[src/ex_consts.svh]
// Execution stage constants
// Data width, program counter reset value and divider iteration count
// shared by every unit of the stage

`ifndef EX_CONSTS_SVH
`define EX_CONSTS_SVH

//////////////////////////////////////////////////
// Datapath
//////////////////////////////////////////////////

// Data and address width
`define EX_XLEN 32

// Value of ex_pc out of reset
`define EX_PC_INIT 32'h8000_0000

//////////////////////////////////////////////////
// Divider
//////////////////////////////////////////////////

// One quotient bit per iteration
`define EX_DIV_STEPS `EX_XLEN

`endif

[src/ex_pkg.sv]
// Execution stage types
// Opcode handed over by decode, plus the FSM states
// of the divider and the load-store unit

package ex_pkg;

  // Decoded operation, one per instruction
  typedef enum logic [4:0] {
    OP_NOP,
    // Integer ALU
    OP_ADD, OP_SUB, OP_AND, OP_OR, OP_XOR,
    OP_SLL, OP_SRL, OP_SRA, OP_SLT, OP_SLTU,
    // Branch unit
    OP_BEQ, OP_BNE, OP_BLT, OP_BGE, OP_JAL,
    // Iterative divider
    OP_DIV, OP_DIVU, OP_REM, OP_REMU,
    // Load-store unit
    OP_LW, OP_SW
  } ex_op_e;

  // Divider FSM
  typedef enum logic [1:0] {
    DIV_IDLE,
    DIV_RUN,
    DIV_DONE
  } div_state_e;

  // Load-store FSM, waits on dmem_ack
  typedef enum logic {
    LSU_IDLE,
    LSU_WAIT
  } lsu_state_e;

endpackage

[src/ex_alu.sv]
// Integer ALU
// Single-cycle arithmetic, logic, shift and compare operations,
// result and bubble registered when the stage accepts

`timescale 1ns/10ps
`include "ex_consts.svh"

module ex_alu
  import ex_pkg::*;
(
  input  logic                clk,
  input  logic                rstn,
  input  logic                ex_stall,
  input  logic                id_bubble,
  input  ex_op_e              id_op,
  input  logic [`EX_XLEN-1:0] opA,
  input  logic [`EX_XLEN-1:0] opB,
  output logic [`EX_XLEN-1:0] alu_r,
  output logic                alu_bubble
);

  // Shift amount taken from the low bits of opB
  localparam int SH_W = $clog2(`EX_XLEN);

  logic [SH_W-1:0]     shamt;
  logic [`EX_XLEN-1:0] alu_nxt;
  logic                is_alu;

  assign shamt  = opB[SH_W-1:0];
  assign is_alu = id_op inside {OP_ADD, OP_SUB, OP_AND, OP_OR, OP_XOR,
                                OP_SLL, OP_SRL, OP_SRA, OP_SLT, OP_SLTU};

  // Operation select
  always_comb begin
    case (id_op)
      OP_ADD:  alu_nxt = opA + opB;
      OP_SUB:  alu_nxt = opA - opB;
      OP_AND:  alu_nxt = opA & opB;
      OP_OR:   alu_nxt = opA | opB;
      OP_XOR:  alu_nxt = opA ^ opB;
      OP_SLL:  alu_nxt = opA << shamt;
      OP_SRL:  alu_nxt = opA >> shamt;
      OP_SRA:  alu_nxt = $signed(opA) >>> shamt;
      // Compares give 0 or 1
      OP_SLT:  alu_nxt = `EX_XLEN'($signed(opA) < $signed(opB));
      OP_SLTU: alu_nxt = `EX_XLEN'(opA < opB);
      default: alu_nxt = '0;
    endcase
  end

  // Bubble low only for an accepted ALU op
  always_ff @(posedge clk or negedge rstn) begin
    if (!rstn) begin
      alu_bubble <= 1'b1;
    end else if (!ex_stall) begin
      alu_bubble <= !(is_alu && !id_bubble);
    end
  end

  // Result
  always_ff @(posedge clk) begin
    if (!ex_stall) begin
      alu_r <= alu_nxt;
    end
  end

endmodule

[src/ex_branch.sv]
// Branch unit
// Resolves conditional branches and JAL against the predicted direction,
// registers the flush, the corrected next pc and the link address

`timescale 1ns/10ps
`include "ex_consts.svh"

module ex_branch
  import ex_pkg::*;
(
  input  logic                clk,
  input  logic                rstn,
  input  logic                ex_stall,
  input  logic                id_bubble,
  input  ex_op_e              id_op,
  input  logic [`EX_XLEN-1:0] id_pc,
  input  logic [`EX_XLEN-1:0] id_imm,
  input  logic                id_bp_taken,
  input  logic [`EX_XLEN-1:0] opA,
  input  logic [`EX_XLEN-1:0] opB,
  output logic                bu_flush,
  output logic [`EX_XLEN-1:0] bu_nxt_pc,
  output logic [`EX_XLEN-1:0] bu_r,
  output logic                bu_bubble
);

  // Fall-through distance, no compressed instructions
  localparam logic [`EX_XLEN-1:0] PC_STEP = `EX_XLEN'(4);

  logic is_br;
  logic taken;

  assign is_br = id_op inside {OP_BEQ, OP_BNE, OP_BLT, OP_BGE, OP_JAL};

  // Branch condition
  always_comb begin
    case (id_op)
      OP_BEQ:  taken = (opA == opB);
      OP_BNE:  taken = (opA != opB);
      OP_BLT:  taken = ($signed(opA) < $signed(opB));
      OP_BGE:  taken = ($signed(opA) >= $signed(opB));
      OP_JAL:  taken = 1'b1;
      default: taken = 1'b0;
    endcase
  end

  // Flush on mispredict only
  always_ff @(posedge clk or negedge rstn) begin
    if (!rstn) begin
      bu_flush  <= 1'b0;
      bu_bubble <= 1'b1;
    end else if (!ex_stall) begin
      bu_flush  <= is_br && !id_bubble && (taken != id_bp_taken);
      bu_bubble <= !(is_br && !id_bubble);
    end
  end

  // Target or fall-through, plus link value
  always_ff @(posedge clk) begin
    if (!ex_stall) begin
      bu_nxt_pc <= taken ? id_pc + id_imm : id_pc + PC_STEP;
      bu_r      <= id_pc + PC_STEP;
    end
  end

endmodule

[src/ex_div.sv]
// Iterative divider
// Restoring division over operand magnitudes, one quotient bit per cycle,
// signs fixed once the iterations end. Holds the stage while busy

`timescale 1ns/10ps
`include "ex_consts.svh"

module ex_div
  import ex_pkg::*;
(
  input  logic                clk,
  input  logic                rstn,
  input  logic                ex_stall,
  input  logic                id_bubble,
  input  ex_op_e              id_op,
  input  logic [`EX_XLEN-1:0] opA,
  input  logic [`EX_XLEN-1:0] opB,
  output logic [`EX_XLEN-1:0] div_r,
  output logic                div_bubble,
  output logic                div_stall
);

  localparam int CNT_W = $clog2(`EX_DIV_STEPS);
  localparam int MSB   = `EX_XLEN - 1;

  div_state_e          state;
  logic [CNT_W-1:0]    cnt;
  // Working registers
  logic [`EX_XLEN-1:0] quo;
  logic [`EX_XLEN-1:0] rem;
  logic [`EX_XLEN-1:0] dvs;
  logic                neg_q;
  logic                neg_r;
  logic                is_rem;
  logic                dz;
  // Decode of the incoming op
  logic                is_div;
  logic                start;
  logic                is_signed;
  logic                a_neg;
  logic                b_neg;
  logic [`EX_XLEN-1:0] mag_a;
  logic [`EX_XLEN-1:0] mag_b;
  // One restoring step
  logic [`EX_XLEN:0]   rem_sh;
  logic [`EX_XLEN:0]   diff;
  // Sign-corrected results
  logic [`EX_XLEN-1:0] q_fix;
  logic [`EX_XLEN-1:0] r_fix;

  assign is_div    = id_op inside {OP_DIV, OP_DIVU, OP_REM, OP_REMU};
  assign start     = (state == DIV_IDLE) && !ex_stall && is_div && !id_bubble;
  assign is_signed = (id_op == OP_DIV) || (id_op == OP_REM);
  assign a_neg     = is_signed && opA[MSB];
  assign b_neg     = is_signed && opB[MSB];
  assign mag_a     = a_neg ? -opA : opA;
  assign mag_b     = b_neg ? -opB : opB;

  // Shift in next dividend bit, trial subtract
  assign rem_sh = {rem, quo[MSB]};
  assign diff   = rem_sh - {1'b0, dvs};

  // Divide by zero forces all ones, remainder keeps the dividend.
  // Min over -1 needs nothing: the magnitude quotient already wraps right
  assign q_fix = dz ? '1 : (neg_q ? -quo : quo);
  assign r_fix = neg_r ? -rem : rem;

  // Busy from the cycle after acceptance until the result is out
  assign div_stall = (state != DIV_IDLE);

  //////////////////////////////////////////////////
  // FSM
  //////////////////////////////////////////////////

  always_ff @(posedge clk or negedge rstn) begin
    if (!rstn) begin
      state      <= DIV_IDLE;
      cnt        <= '0;
      div_bubble <= 1'b1;
    end else begin
      case (state)
        DIV_IDLE: begin
          // Any accept retires the previous result
          if (!ex_stall) begin
            div_bubble <= 1'b1;
          end
          if (start) begin
            state <= DIV_RUN;
            cnt   <= CNT_W'(`EX_DIV_STEPS - 1);
          end
        end
        // Keeps going under wb_stall
        DIV_RUN: begin
          cnt <= cnt - 1'b1;
          if (cnt == '0) begin
            state <= DIV_DONE;
          end
        end
        DIV_DONE: begin
          div_bubble <= 1'b0;
          state      <= DIV_IDLE;
        end
        default: state <= DIV_IDLE;
      endcase
    end
  end

  //////////////////////////////////////////////////
  // Datapath
  //////////////////////////////////////////////////

  always_ff @(posedge clk) begin
    if (start) begin
      quo    <= mag_a;
      rem    <= '0;
      dvs    <= mag_b;
      neg_q  <= a_neg ^ b_neg;
      neg_r  <= a_neg;
      is_rem <= (id_op == OP_REM) || (id_op == OP_REMU);
      dz     <= (opB == '0);
    end else if (state == DIV_RUN) begin
      // Restore when the trial went negative
      rem <= diff[`EX_XLEN] ? rem_sh[MSB:0] : diff[MSB:0];
      quo <= {quo[MSB-1:0], !diff[`EX_XLEN]};
    end else if (state == DIV_DONE) begin
      div_r <= is_rem ? r_fix : q_fix;
    end
  end

endmodule

[src/ex_lsu.sv]
// Load-store unit
// Issues one data-memory access per LW/SW, holds the request steady
// and stalls the stage until dmem_ack

`timescale 1ns/10ps
`include "ex_consts.svh"

module ex_lsu
  import ex_pkg::*;
(
  input  logic                clk,
  input  logic                rstn,
  input  logic                ex_stall,
  input  logic                id_bubble,
  input  ex_op_e              id_op,
  input  logic [`EX_XLEN-1:0] id_imm,
  input  logic [`EX_XLEN-1:0] opA,
  input  logic [`EX_XLEN-1:0] opB,
  output logic [`EX_XLEN-1:0] lsu_r,
  output logic                lsu_bubble,
  output logic                lsu_stall,
  output logic [`EX_XLEN-1:0] dmem_adr,
  output logic [`EX_XLEN-1:0] dmem_d,
  output logic                dmem_req,
  output logic                dmem_we,
  input  logic                dmem_ack,
  input  logic [`EX_XLEN-1:0] dmem_q
);

  lsu_state_e state;
  logic       is_mem;
  logic       start;
  logic       done;

  assign is_mem = (id_op == OP_LW) || (id_op == OP_SW);
  assign start  = (state == LSU_IDLE) && !ex_stall && is_mem && !id_bubble;
  assign done   = (state == LSU_WAIT) && dmem_ack;

  // High in the same cycles as dmem_req
  assign lsu_stall = (state == LSU_WAIT);

  // Request FSM
  always_ff @(posedge clk or negedge rstn) begin
    if (!rstn) begin
      state      <= LSU_IDLE;
      dmem_req   <= 1'b0;
      dmem_we    <= 1'b0;
      lsu_bubble <= 1'b1;
    end else if (start) begin
      state      <= LSU_WAIT;
      dmem_req   <= 1'b1;
      dmem_we    <= (id_op == OP_SW);
      lsu_bubble <= 1'b1;
    end else if (done) begin
      // Request drops the cycle after ack
      state      <= LSU_IDLE;
      dmem_req   <= 1'b0;
      dmem_we    <= 1'b0;
      lsu_bubble <= 1'b0;
    end else if ((state == LSU_IDLE) && !ex_stall) begin
      lsu_bubble <= 1'b1;
    end
  end

  // Address and store data frozen while waiting
  always_ff @(posedge clk) begin
    if (start) begin
      dmem_adr <= opA + id_imm;
      dmem_d   <= opB;
    end
    // Stores report zero
    if (done) begin
      lsu_r <= dmem_we ? '0 : dmem_q;
    end
  end

endmodule

[src/ex_stage.sv]
// Execution stage top level
// Operand bypass selection, pc and opcode registers, and the merge of
// stalls, bubbles and results from the ALU, branch, divider and LSU

`timescale 1ns/10ps
`include "ex_consts.svh"

module ex_stage
  import ex_pkg::*;
(
  input  logic                clk,
  input  logic                rstn,
  // Decode side
  input  logic                id_bubble,
  input  ex_op_e              id_op,
  input  logic [`EX_XLEN-1:0] id_pc,
  input  logic [`EX_XLEN-1:0] id_imm,
  input  logic                id_opB_imm,
  input  logic                id_bp_taken,
  input  logic                id_byp_ex_a,
  input  logic                id_byp_mem_a,
  input  logic                id_byp_wb_a,
  input  logic                id_byp_ex_b,
  input  logic                id_byp_mem_b,
  input  logic                id_byp_wb_b,
  // Register file
  input  logic [`EX_XLEN-1:0] rf_src1,
  input  logic [`EX_XLEN-1:0] rf_src2,
  // Later stages
  input  logic [`EX_XLEN-1:0] mem_r,
  input  logic [`EX_XLEN-1:0] wb_r,
  input  logic                wb_stall,
  // Stage outputs
  output logic                ex_stall,
  output logic                ex_bubble,
  output logic [`EX_XLEN-1:0] ex_pc,
  output ex_op_e              ex_op,
  output logic [`EX_XLEN-1:0] ex_r,
  output logic                bu_flush,
  output logic [`EX_XLEN-1:0] bu_nxt_pc,
  // Data memory
  output logic [`EX_XLEN-1:0] dmem_adr,
  output logic [`EX_XLEN-1:0] dmem_d,
  output logic                dmem_req,
  output logic                dmem_we,
  input  logic                dmem_ack,
  input  logic [`EX_XLEN-1:0] dmem_q
);

  logic [`EX_XLEN-1:0] opA;
  logic [`EX_XLEN-1:0] opB;
  // Unit results and bubbles
  logic [`EX_XLEN-1:0] alu_r;
  logic [`EX_XLEN-1:0] bu_r;
  logic [`EX_XLEN-1:0] div_r;
  logic [`EX_XLEN-1:0] lsu_r;
  logic                alu_bubble;
  logic                bu_bubble;
  logic                div_bubble;
  logic                lsu_bubble;
  logic                div_stall;
  logic                lsu_stall;

  //////////////////////////////////////////////////
  // Operand bypass
  //////////////////////////////////////////////////

  // Youngest producer wins
  always_comb begin
    if (id_byp_ex_a)       opA = ex_r;
    else if (id_byp_mem_a) opA = mem_r;
    else if (id_byp_wb_a)  opA = wb_r;
    else                   opA = rf_src1;
  end

  // Immediate only below the bypasses
  always_comb begin
    if (id_byp_ex_b)       opB = ex_r;
    else if (id_byp_mem_b) opB = mem_r;
    else if (id_byp_wb_b)  opB = wb_r;
    else if (id_opB_imm)   opB = id_imm;
    else                   opB = rf_src2;
  end

  // Pc and opcode follow the accepted instruction
  always_ff @(posedge clk or negedge rstn) begin
    if (!rstn) begin
      ex_pc <= `EX_PC_INIT;
      ex_op <= OP_NOP;
    end else if (!ex_stall) begin
      ex_pc <= id_pc;
      ex_op <= id_bubble ? OP_NOP : id_op;
    end
  end

  //////////////////////////////////////////////////
  // Execution units
  //////////////////////////////////////////////////

  ex_alu alu_i (
    .clk        (clk),
    .rstn       (rstn),
    .ex_stall   (ex_stall),
    .id_bubble  (id_bubble),
    .id_op      (id_op),
    .opA        (opA),
    .opB        (opB),
    .alu_r      (alu_r),
    .alu_bubble (alu_bubble)
  );

  ex_branch bu_i (
    .clk         (clk),
    .rstn        (rstn),
    .ex_stall    (ex_stall),
    .id_bubble   (id_bubble),
    .id_op       (id_op),
    .id_pc       (id_pc),
    .id_imm      (id_imm),
    .id_bp_taken (id_bp_taken),
    .opA         (opA),
    .opB         (opB),
    .bu_flush    (bu_flush),
    .bu_nxt_pc   (bu_nxt_pc),
    .bu_r        (bu_r),
    .bu_bubble   (bu_bubble)
  );

  ex_div div_i (
    .clk        (clk),
    .rstn       (rstn),
    .ex_stall   (ex_stall),
    .id_bubble  (id_bubble),
    .id_op      (id_op),
    .opA        (opA),
    .opB        (opB),
    .div_r      (div_r),
    .div_bubble (div_bubble),
    .div_stall  (div_stall)
  );

  ex_lsu lsu_i (
    .clk        (clk),
    .rstn       (rstn),
    .ex_stall   (ex_stall),
    .id_bubble  (id_bubble),
    .id_op      (id_op),
    .id_imm     (id_imm),
    .opA        (opA),
    .opB        (opB),
    .lsu_r      (lsu_r),
    .lsu_bubble (lsu_bubble),
    .lsu_stall  (lsu_stall),
    .dmem_adr   (dmem_adr),
    .dmem_d     (dmem_d),
    .dmem_req   (dmem_req),
    .dmem_we    (dmem_we),
    .dmem_ack   (dmem_ack),
    .dmem_q     (dmem_q)
  );

  // Stage stall and bubble
  assign ex_stall  = wb_stall | lsu_stall | div_stall;
  assign ex_bubble = alu_bubble & bu_bubble & div_bubble & lsu_bubble;

  // Result from whichever unit holds a live result, ALU otherwise
  always_comb begin
    if (!lsu_bubble)      ex_r = lsu_r;
    else if (!div_bubble) ex_r = div_r;
    else if (!bu_bubble)  ex_r = bu_r;
    else                  ex_r = alu_r;
  end

endmodule

[config.mk]
export PLATFORM = sky130hd
export DESIGN_NAME = ex_stage
export DESIGN_NICKNAME = d
export VERILOG_FILES = /design/src/ex_pkg.sv /design/src/ex_alu.sv /design/src/ex_branch.sv /design/src/ex_div.sv /design/src/ex_lsu.sv /design/src/ex_stage.sv
export VERILOG_INCLUDE_DIRS = /design/src /design/src/src
export SDC_FILE = /design/constraint.sdc
export NUM_CORES = 2
export LEC_CHECK = 0
export ABC_AREA = 1
export BUFFER_PORTS_ARGS = -buffer_cell sky130_fd_sc_hd__buf_2
export CORE_UTILIZATION = 45
export CTS_CLUSTER_DIAMETER = 50
export DETAILED_ROUTE_END_ITERATION = 12
export GPL_TIMING_DRIVEN = 0
export PLACE_DENSITY = 0.67
export REMOVE_ABC_BUFFERS = 1
export SKIP_CTS_REPAIR_TIMING = 1
export SLEW_MARGIN = 40
export SYNTH_ARGS = -nofsm -noshare
export SYNTH_HDL_FRONTEND = slang
export SYNTH_SLANG_ARGS = --single-unit
[constraint.sdc]
create_clock -name clk -period 13.3 [get_ports clk]
set_input_delay 0.665 -clock clk [delete_from_list [all_inputs] [get_ports clk]]
set_output_delay 0.665 -clock clk [all_outputs]
set_load 0.01 [all_outputs]
==> report_table.html <==
<table>
<tr><th>Metric</th><th>Value</th></tr>
<tr><th colspan="2">Clocking</th></tr>
<tr><td>CTS Buf Count</td><td>61</td></tr>
<tr><td>Source-to-sink clock delay at the later pin of the worst-skew pair</td><td>0.68 ns</td></tr>
<tr><td>Reg clk slew, reported paths</td><td>0.06 ns</td></tr>
<tr><td>H-tree depth</td><td>2</td></tr>
<tr><td>TritonCTS clock tree</td><td>yes</td></tr>
<tr><td>CTS root buf</td><td>clkbuf_16</td></tr>
<tr><td>Clock tree sinks</td><td>375</td></tr>
<tr><td>Max clock buf depth</td><td>3</td></tr>
<tr><th colspan="2">Pwr</th></tr>
<tr><td>Total chip power</td><td>0.00768 W</td></tr>
<tr><td>Maximum VDD drop</td><td>0.000127 V</td></tr>
<tr><td>Leakage power figure</td><td>19.6 nW</td></tr>
<tr><td>Pwr per Cell Area</td><td>186 nW/um^2</td></tr>
<tr><th colspan="2">Synth</th></tr>
<tr><td>Average cell area after synthesis</td><td>6.63 um^2</td></tr>
<tr><td>Proportion of register bits with asynchronous set or reset after synthesis</td><td>0.136</td></tr>
<tr><td>Library cells used by synthesis</td><td>72</td></tr>
<tr><td>Count of yosys warnings during synthesis</td><td>0</td></tr>
<tr><td>Number of synthesized register bits</td><td>375</td></tr>
<tr><td>Netlist Area Pre-Place</td><td>36,100 um^2</td></tr>
<tr><td>Post-Syn Instances</td><td>5,449</td></tr>
<tr><td>Post-synth EDFFs</td><td>292</td></tr>
<tr><td>Share of the yosys chip area belonging to registers</td><td>0.296</td></tr>
<tr><td>Most common flop cell mapped by yosys</td><td>edfxtp_1</td></tr>
<tr><th colspan="2">Global routing</th></tr>
<tr><td>All-Layer GR Usage</td><td>0.417</td></tr>
<tr><td>Pin count of the biggest net entering global routing</td><td>70</td></tr>
<tr><td>Global-route wire length before repair</td><td>250,000 um</td></tr>
<tr><td>Overflow left after global routing</td><td>0</td></tr>
<tr><td>Vias in the first global route</td><td>37.3k</td></tr>
<tr><td>Number of antenna violations at the first check in global routing</td><td>13</td></tr>
<tr><th colspan="2">Place</th></tr>
<tr><td>Total cell area at the placement stage</td><td>39,100 um^2</td></tr>
<tr><td>Count of port buffers added during placement</td><td>411</td></tr>
<tr><td>Final weighted congestion of routability-driven global placement</td><td>1.08</td></tr>
<tr><td>Half-perimeter wire length after placement</td><td>138,000 um</td></tr>
<tr><th colspan="2">Cells and area</th></tr>
<tr><td>Fillcell total</td><td>8,106</td></tr>
<tr><td>Area of all placed cells without fillers</td><td>41,300 um^2</td></tr>
<tr><td>Flip-flop and latch area</td><td>10,700 um^2</td></tr>
<tr><td>Multi-input logic area</td><td>22,100 um^2</td></tr>
<tr><td>Layout cell share with drive strength beyond 1</td><td>0.139</td></tr>
<tr><td>Share of the core filled with cells in the final layout</td><td>0.521</td></tr>
<tr><td>Synth-to-layout area growth</td><td>14.4%</td></tr>
<tr><td>Count of nets after finishing</td><td>6,214</td></tr>
<tr><th colspan="2">STA</th></tr>
<tr><td>Hold violation total from the final report</td><td>0</td></tr>
<tr><td>Number of max-slew violations in the final report</td><td>0</td></tr>
<tr><td>Number of failing setup endpoints in the final timing report</td><td>0</td></tr>
<tr><td>Fin Hold WS</td><td>0.213 ns</td></tr>
<tr><td>Post-Route Skew</td><td>0.0293 ns</td></tr>
<tr><td>Setup repair after global routing missed its margin</td><td>false</td></tr>
<tr><td>Final critical-path share of the clock period</td><td>0.527</td></tr>
<tr><td>Normalized max-slew margin</td><td>0.343</td></tr>
<tr><td>Final period demand of the worst path</td><td>7.01 ns</td></tr>
<tr><td>Maximum operating frequency</td><td>143 MHz</td></tr>
<tr><td>Worst Max-Slew Pin Slew</td><td>0.983 ns</td></tr>
<tr><th colspan="2">Setup path</th></tr>
<tr><td>Critical Path RT</td><td>13.67 ns</td></tr>
<tr><td>Crit path launch type</td><td>register</td></tr>
<tr><td>Worst path max stage delay</td><td>1.09 ns</td></tr>
<tr><td>Crit path capture type</td><td>register</td></tr>
<tr><td>Highest net fanout along the worst path</td><td>54</td></tr>
<tr><td>Sequence of cells on the critical path</td><td>inv_2 &gt; a21oi_2 &gt; nand2_1 &gt; nand2_1 &gt; inv_2 &gt; nand2_1 &gt; nand2_4 &gt; inv_2 &gt; ha_1 &gt; o211ai_1 &gt; nand2_1 &gt; nand3_1 &gt; nand2_1 &gt; nand2_1 &gt; nand2_1 &gt; nand2_1 &gt; nand2_1 &gt; nand3_1 &gt; nand2_1 &gt; inv_2 &gt; nand2_4 &gt; inv_4 &gt; o21ai_1</td></tr>
<tr><td>Most frequent cell on the critical path</td><td>nand2_1</td></tr>
<tr><td>Critical path arrival</td><td>7.38 ns</td></tr>
<tr><td>CP max stage cell</td><td>dfstp_2</td></tr>
<tr><td>Kind of critical path</td><td>register to register</td></tr>
<tr><th colspan="2">Worst hold path</th></tr>
<tr><td>Worst min path class</td><td>input pin to register</td></tr>
<tr><th colspan="2">Floorplanning</th></tr>
<tr><td>Number of primary I/O pins</td><td>412</td></tr>
<tr><td>Total Die Area</td><td>81,400 um^2</td></tr>
<tr><td>Standard-cell row count</td><td>103</td></tr>
<tr><td>Placeable core region</td><td>79,300 um^2</td></tr>
<tr><td>Die outline height</td><td>285 um</td></tr>
<tr><td>Effective utilization at floorplan</td><td>0.456</td></tr>
<tr><td>Chip width</td><td>285 um</td></tr>
<tr><th colspan="2">Detailed routing</th></tr>
<tr><td>First DRT Iteration DRCs</td><td>5,931</td></tr>
<tr><td>Drt pass-1 iters</td><td>9</td></tr>
<tr><td>Drt wl/cell</td><td>25.5 um</td></tr>
<tr><td>Remaining number of nets flagged by the antenna check after routing</td><td>0</td></tr>
<tr><td>Drt total wl</td><td>176,000 um</td></tr>
<tr><td>Final routed DRC violation total</td><td>0</td></tr>
<tr><td>Via count</td><td>41.0k</td></tr>
<tr><td>Via-per-instance ratio</td><td>5.96</td></tr>
<tr><th colspan="2">Flow run</th></tr>
<tr><td>Number of max-capacitance violations reported</td><td>0</td></tr>
<tr><th colspan="2">Run status</th></tr>
<tr><td>Run status</td><td>complete, no violations</td></tr>
</table>
==> synth_stat cells (all sizes together) (9+ instances only) <==
master / instances / area share
nand2: 1651 / 0.18
nand3: 658 / 0.093
inv: 628 / 0.065
nor2: 457 / 0.052
o21ai: 366 / 0.053
a21oi: 322 / 0.045
edfxtp: 292 / 0.24
ha: 198 / 0.069
buf: 142 / 0.024
xor2: 117 / 0.028
nor3: 67 / 0.011
nand4: 61 / 0.011
clkbuf: 56 / 0.0058
o211ai: 56 / 0.012
or2: 50 / 0.0087
dfrtp: 46 / 0.032
xnor2: 42 / 0.010
a31oi: 32 / 0.0055
dfxtp: 32 / 0.018
o21bai: 22 / 0.0046
o22ai: 22 / 0.0038
nor4: 18 / 0.0037
a21o: 17 / 0.0035
o21a: 10 / 0.0021
a21boi: 9 / 0.0019
==> worst paths after layout <==
check                      cells after the start            endpoint  slack [ns]        startpoint
max                                           23  bu_i.bu_nxt_pc[20]        6.29  lsu_i.lsu_bubble
min                                            2      lsu_i.dmem_req        0.21          dmem_ack
max reg2reg                                   23  bu_i.bu_nxt_pc[20]        6.29  lsu_i.lsu_bubble
min reg2reg                                    2            ex_pc[3]        0.47          ex_pc[3]
max in group asynchronous                      3           ex_pc[31]       12.20              rstn
min in group asynchronous                      2            ex_pc[9]        0.46              rstn
==> logic make-up after synthesis <==
kind of cell | Yosys count | synth area share
AND/OR/NAND/NOR | 2981 | 0.357
AO/OA/AOI/OAI | 900 | 0.141
buffers and inverters | 831 | 0.0956
flip-flops | 375 | 0.296
adder cells (fa/ha/maj) | 203 | 0.0714
XOR/XNOR | 159 | 0.0386
==> critical path: cells and delay by family, from the launching register on <==
family	cells	cell delay (ns)
simple gates	14	2.02
fa+ha+maj	1	0.45
buf+inv	5	1.92
compound gates	3	1.07
flops	1	1.09
==> area by class of cell <==
type                    instances  area share
clock inverters                48      0.0137
repair buffers                455      0.0634
flip-flops and latches        375       0.259
multi-input cells            4243       0.536
inverters                     633      0.0581
well taps                    1050      0.0318
diodes                         11    0.000666
clock buffers                  67      0.0377
==> power by group <==
| group | internal (W) | leakage, nW | total [W] | switching [W] |
|---|---|---|---|---|
| combinational | 0.00118 | 15.0 | 0.00417 | 0.00299 |
| clock | 0.00101 | 1.04 | 0.00168 | 0.000678 |
| sequential | 0.00159 | 3.60 | 0.00182 | 0.000230 |
| total | 0.00377 | 19.6 | 0.00768 | 0.00390 |
==> state kept, by name, indices dropped and copies added, names as in the netlist, 2 cells and up <==
| signal | count |
|---|---|
| bu_i.bu_r | 32 |
| alu_i.alu_r | 32 |
| ex_op | 5 |
| ex_pc | 32 |
| div_i.rem | 32 |
| div_i.cnt | 5 |
| div_i.quo | 32 |
| div_i.state | 2 |
| bu_i.bu_nxt_pc | 32 |
| lsu_i.dmem_d | 32 |
| lsu_i.lsu_r | 32 |
| div_i.dvs | 32 |
| div_i.div_r | 32 |
| lsu_i.dmem_adr | 32 |
==> stage by stage <==
step / TNS, ns / worst slack, ns / instances
6_report: 0 / 6.29 / 6882
3_5_place_dp: 0 / 6.28 / 6754
5_1_grt: 0 / 6.00 / 6876
2_1_floorplan: 0 / 2.32 / 5251
3_3_place_gp: -501.00 / -5.50 / 6712
4_1_cts: 0 / 6.49 / 6869
==> cells in the final DEF, fill, tap and decap left out, types with 60 or more instances in the layout <==
master / n
nand2_1: 1601
o21ai_1: 107
o21ai_0: 238
a21oi_1: 321
nor2_1: 408
xor2_1: 117
edfxtp_1: 292
nand3_1: 650
buf_2: 409
nand4_1: 60
inv_1: 571
clkbuf_16: 61
ha_1: 198
==> layer usage <==
layer,routed length (um),track usage,up-vias,share of wire
met5,49,0,-,0.00028
met4,12500,0.257,8,0.071
met3,21000,0.118,575,0.12
met2,73300,0.615,2585,0.42
met1,68600,0.538,19000,0.39
li1,-,-,18800,-
(Power assumes the default switching activity.)
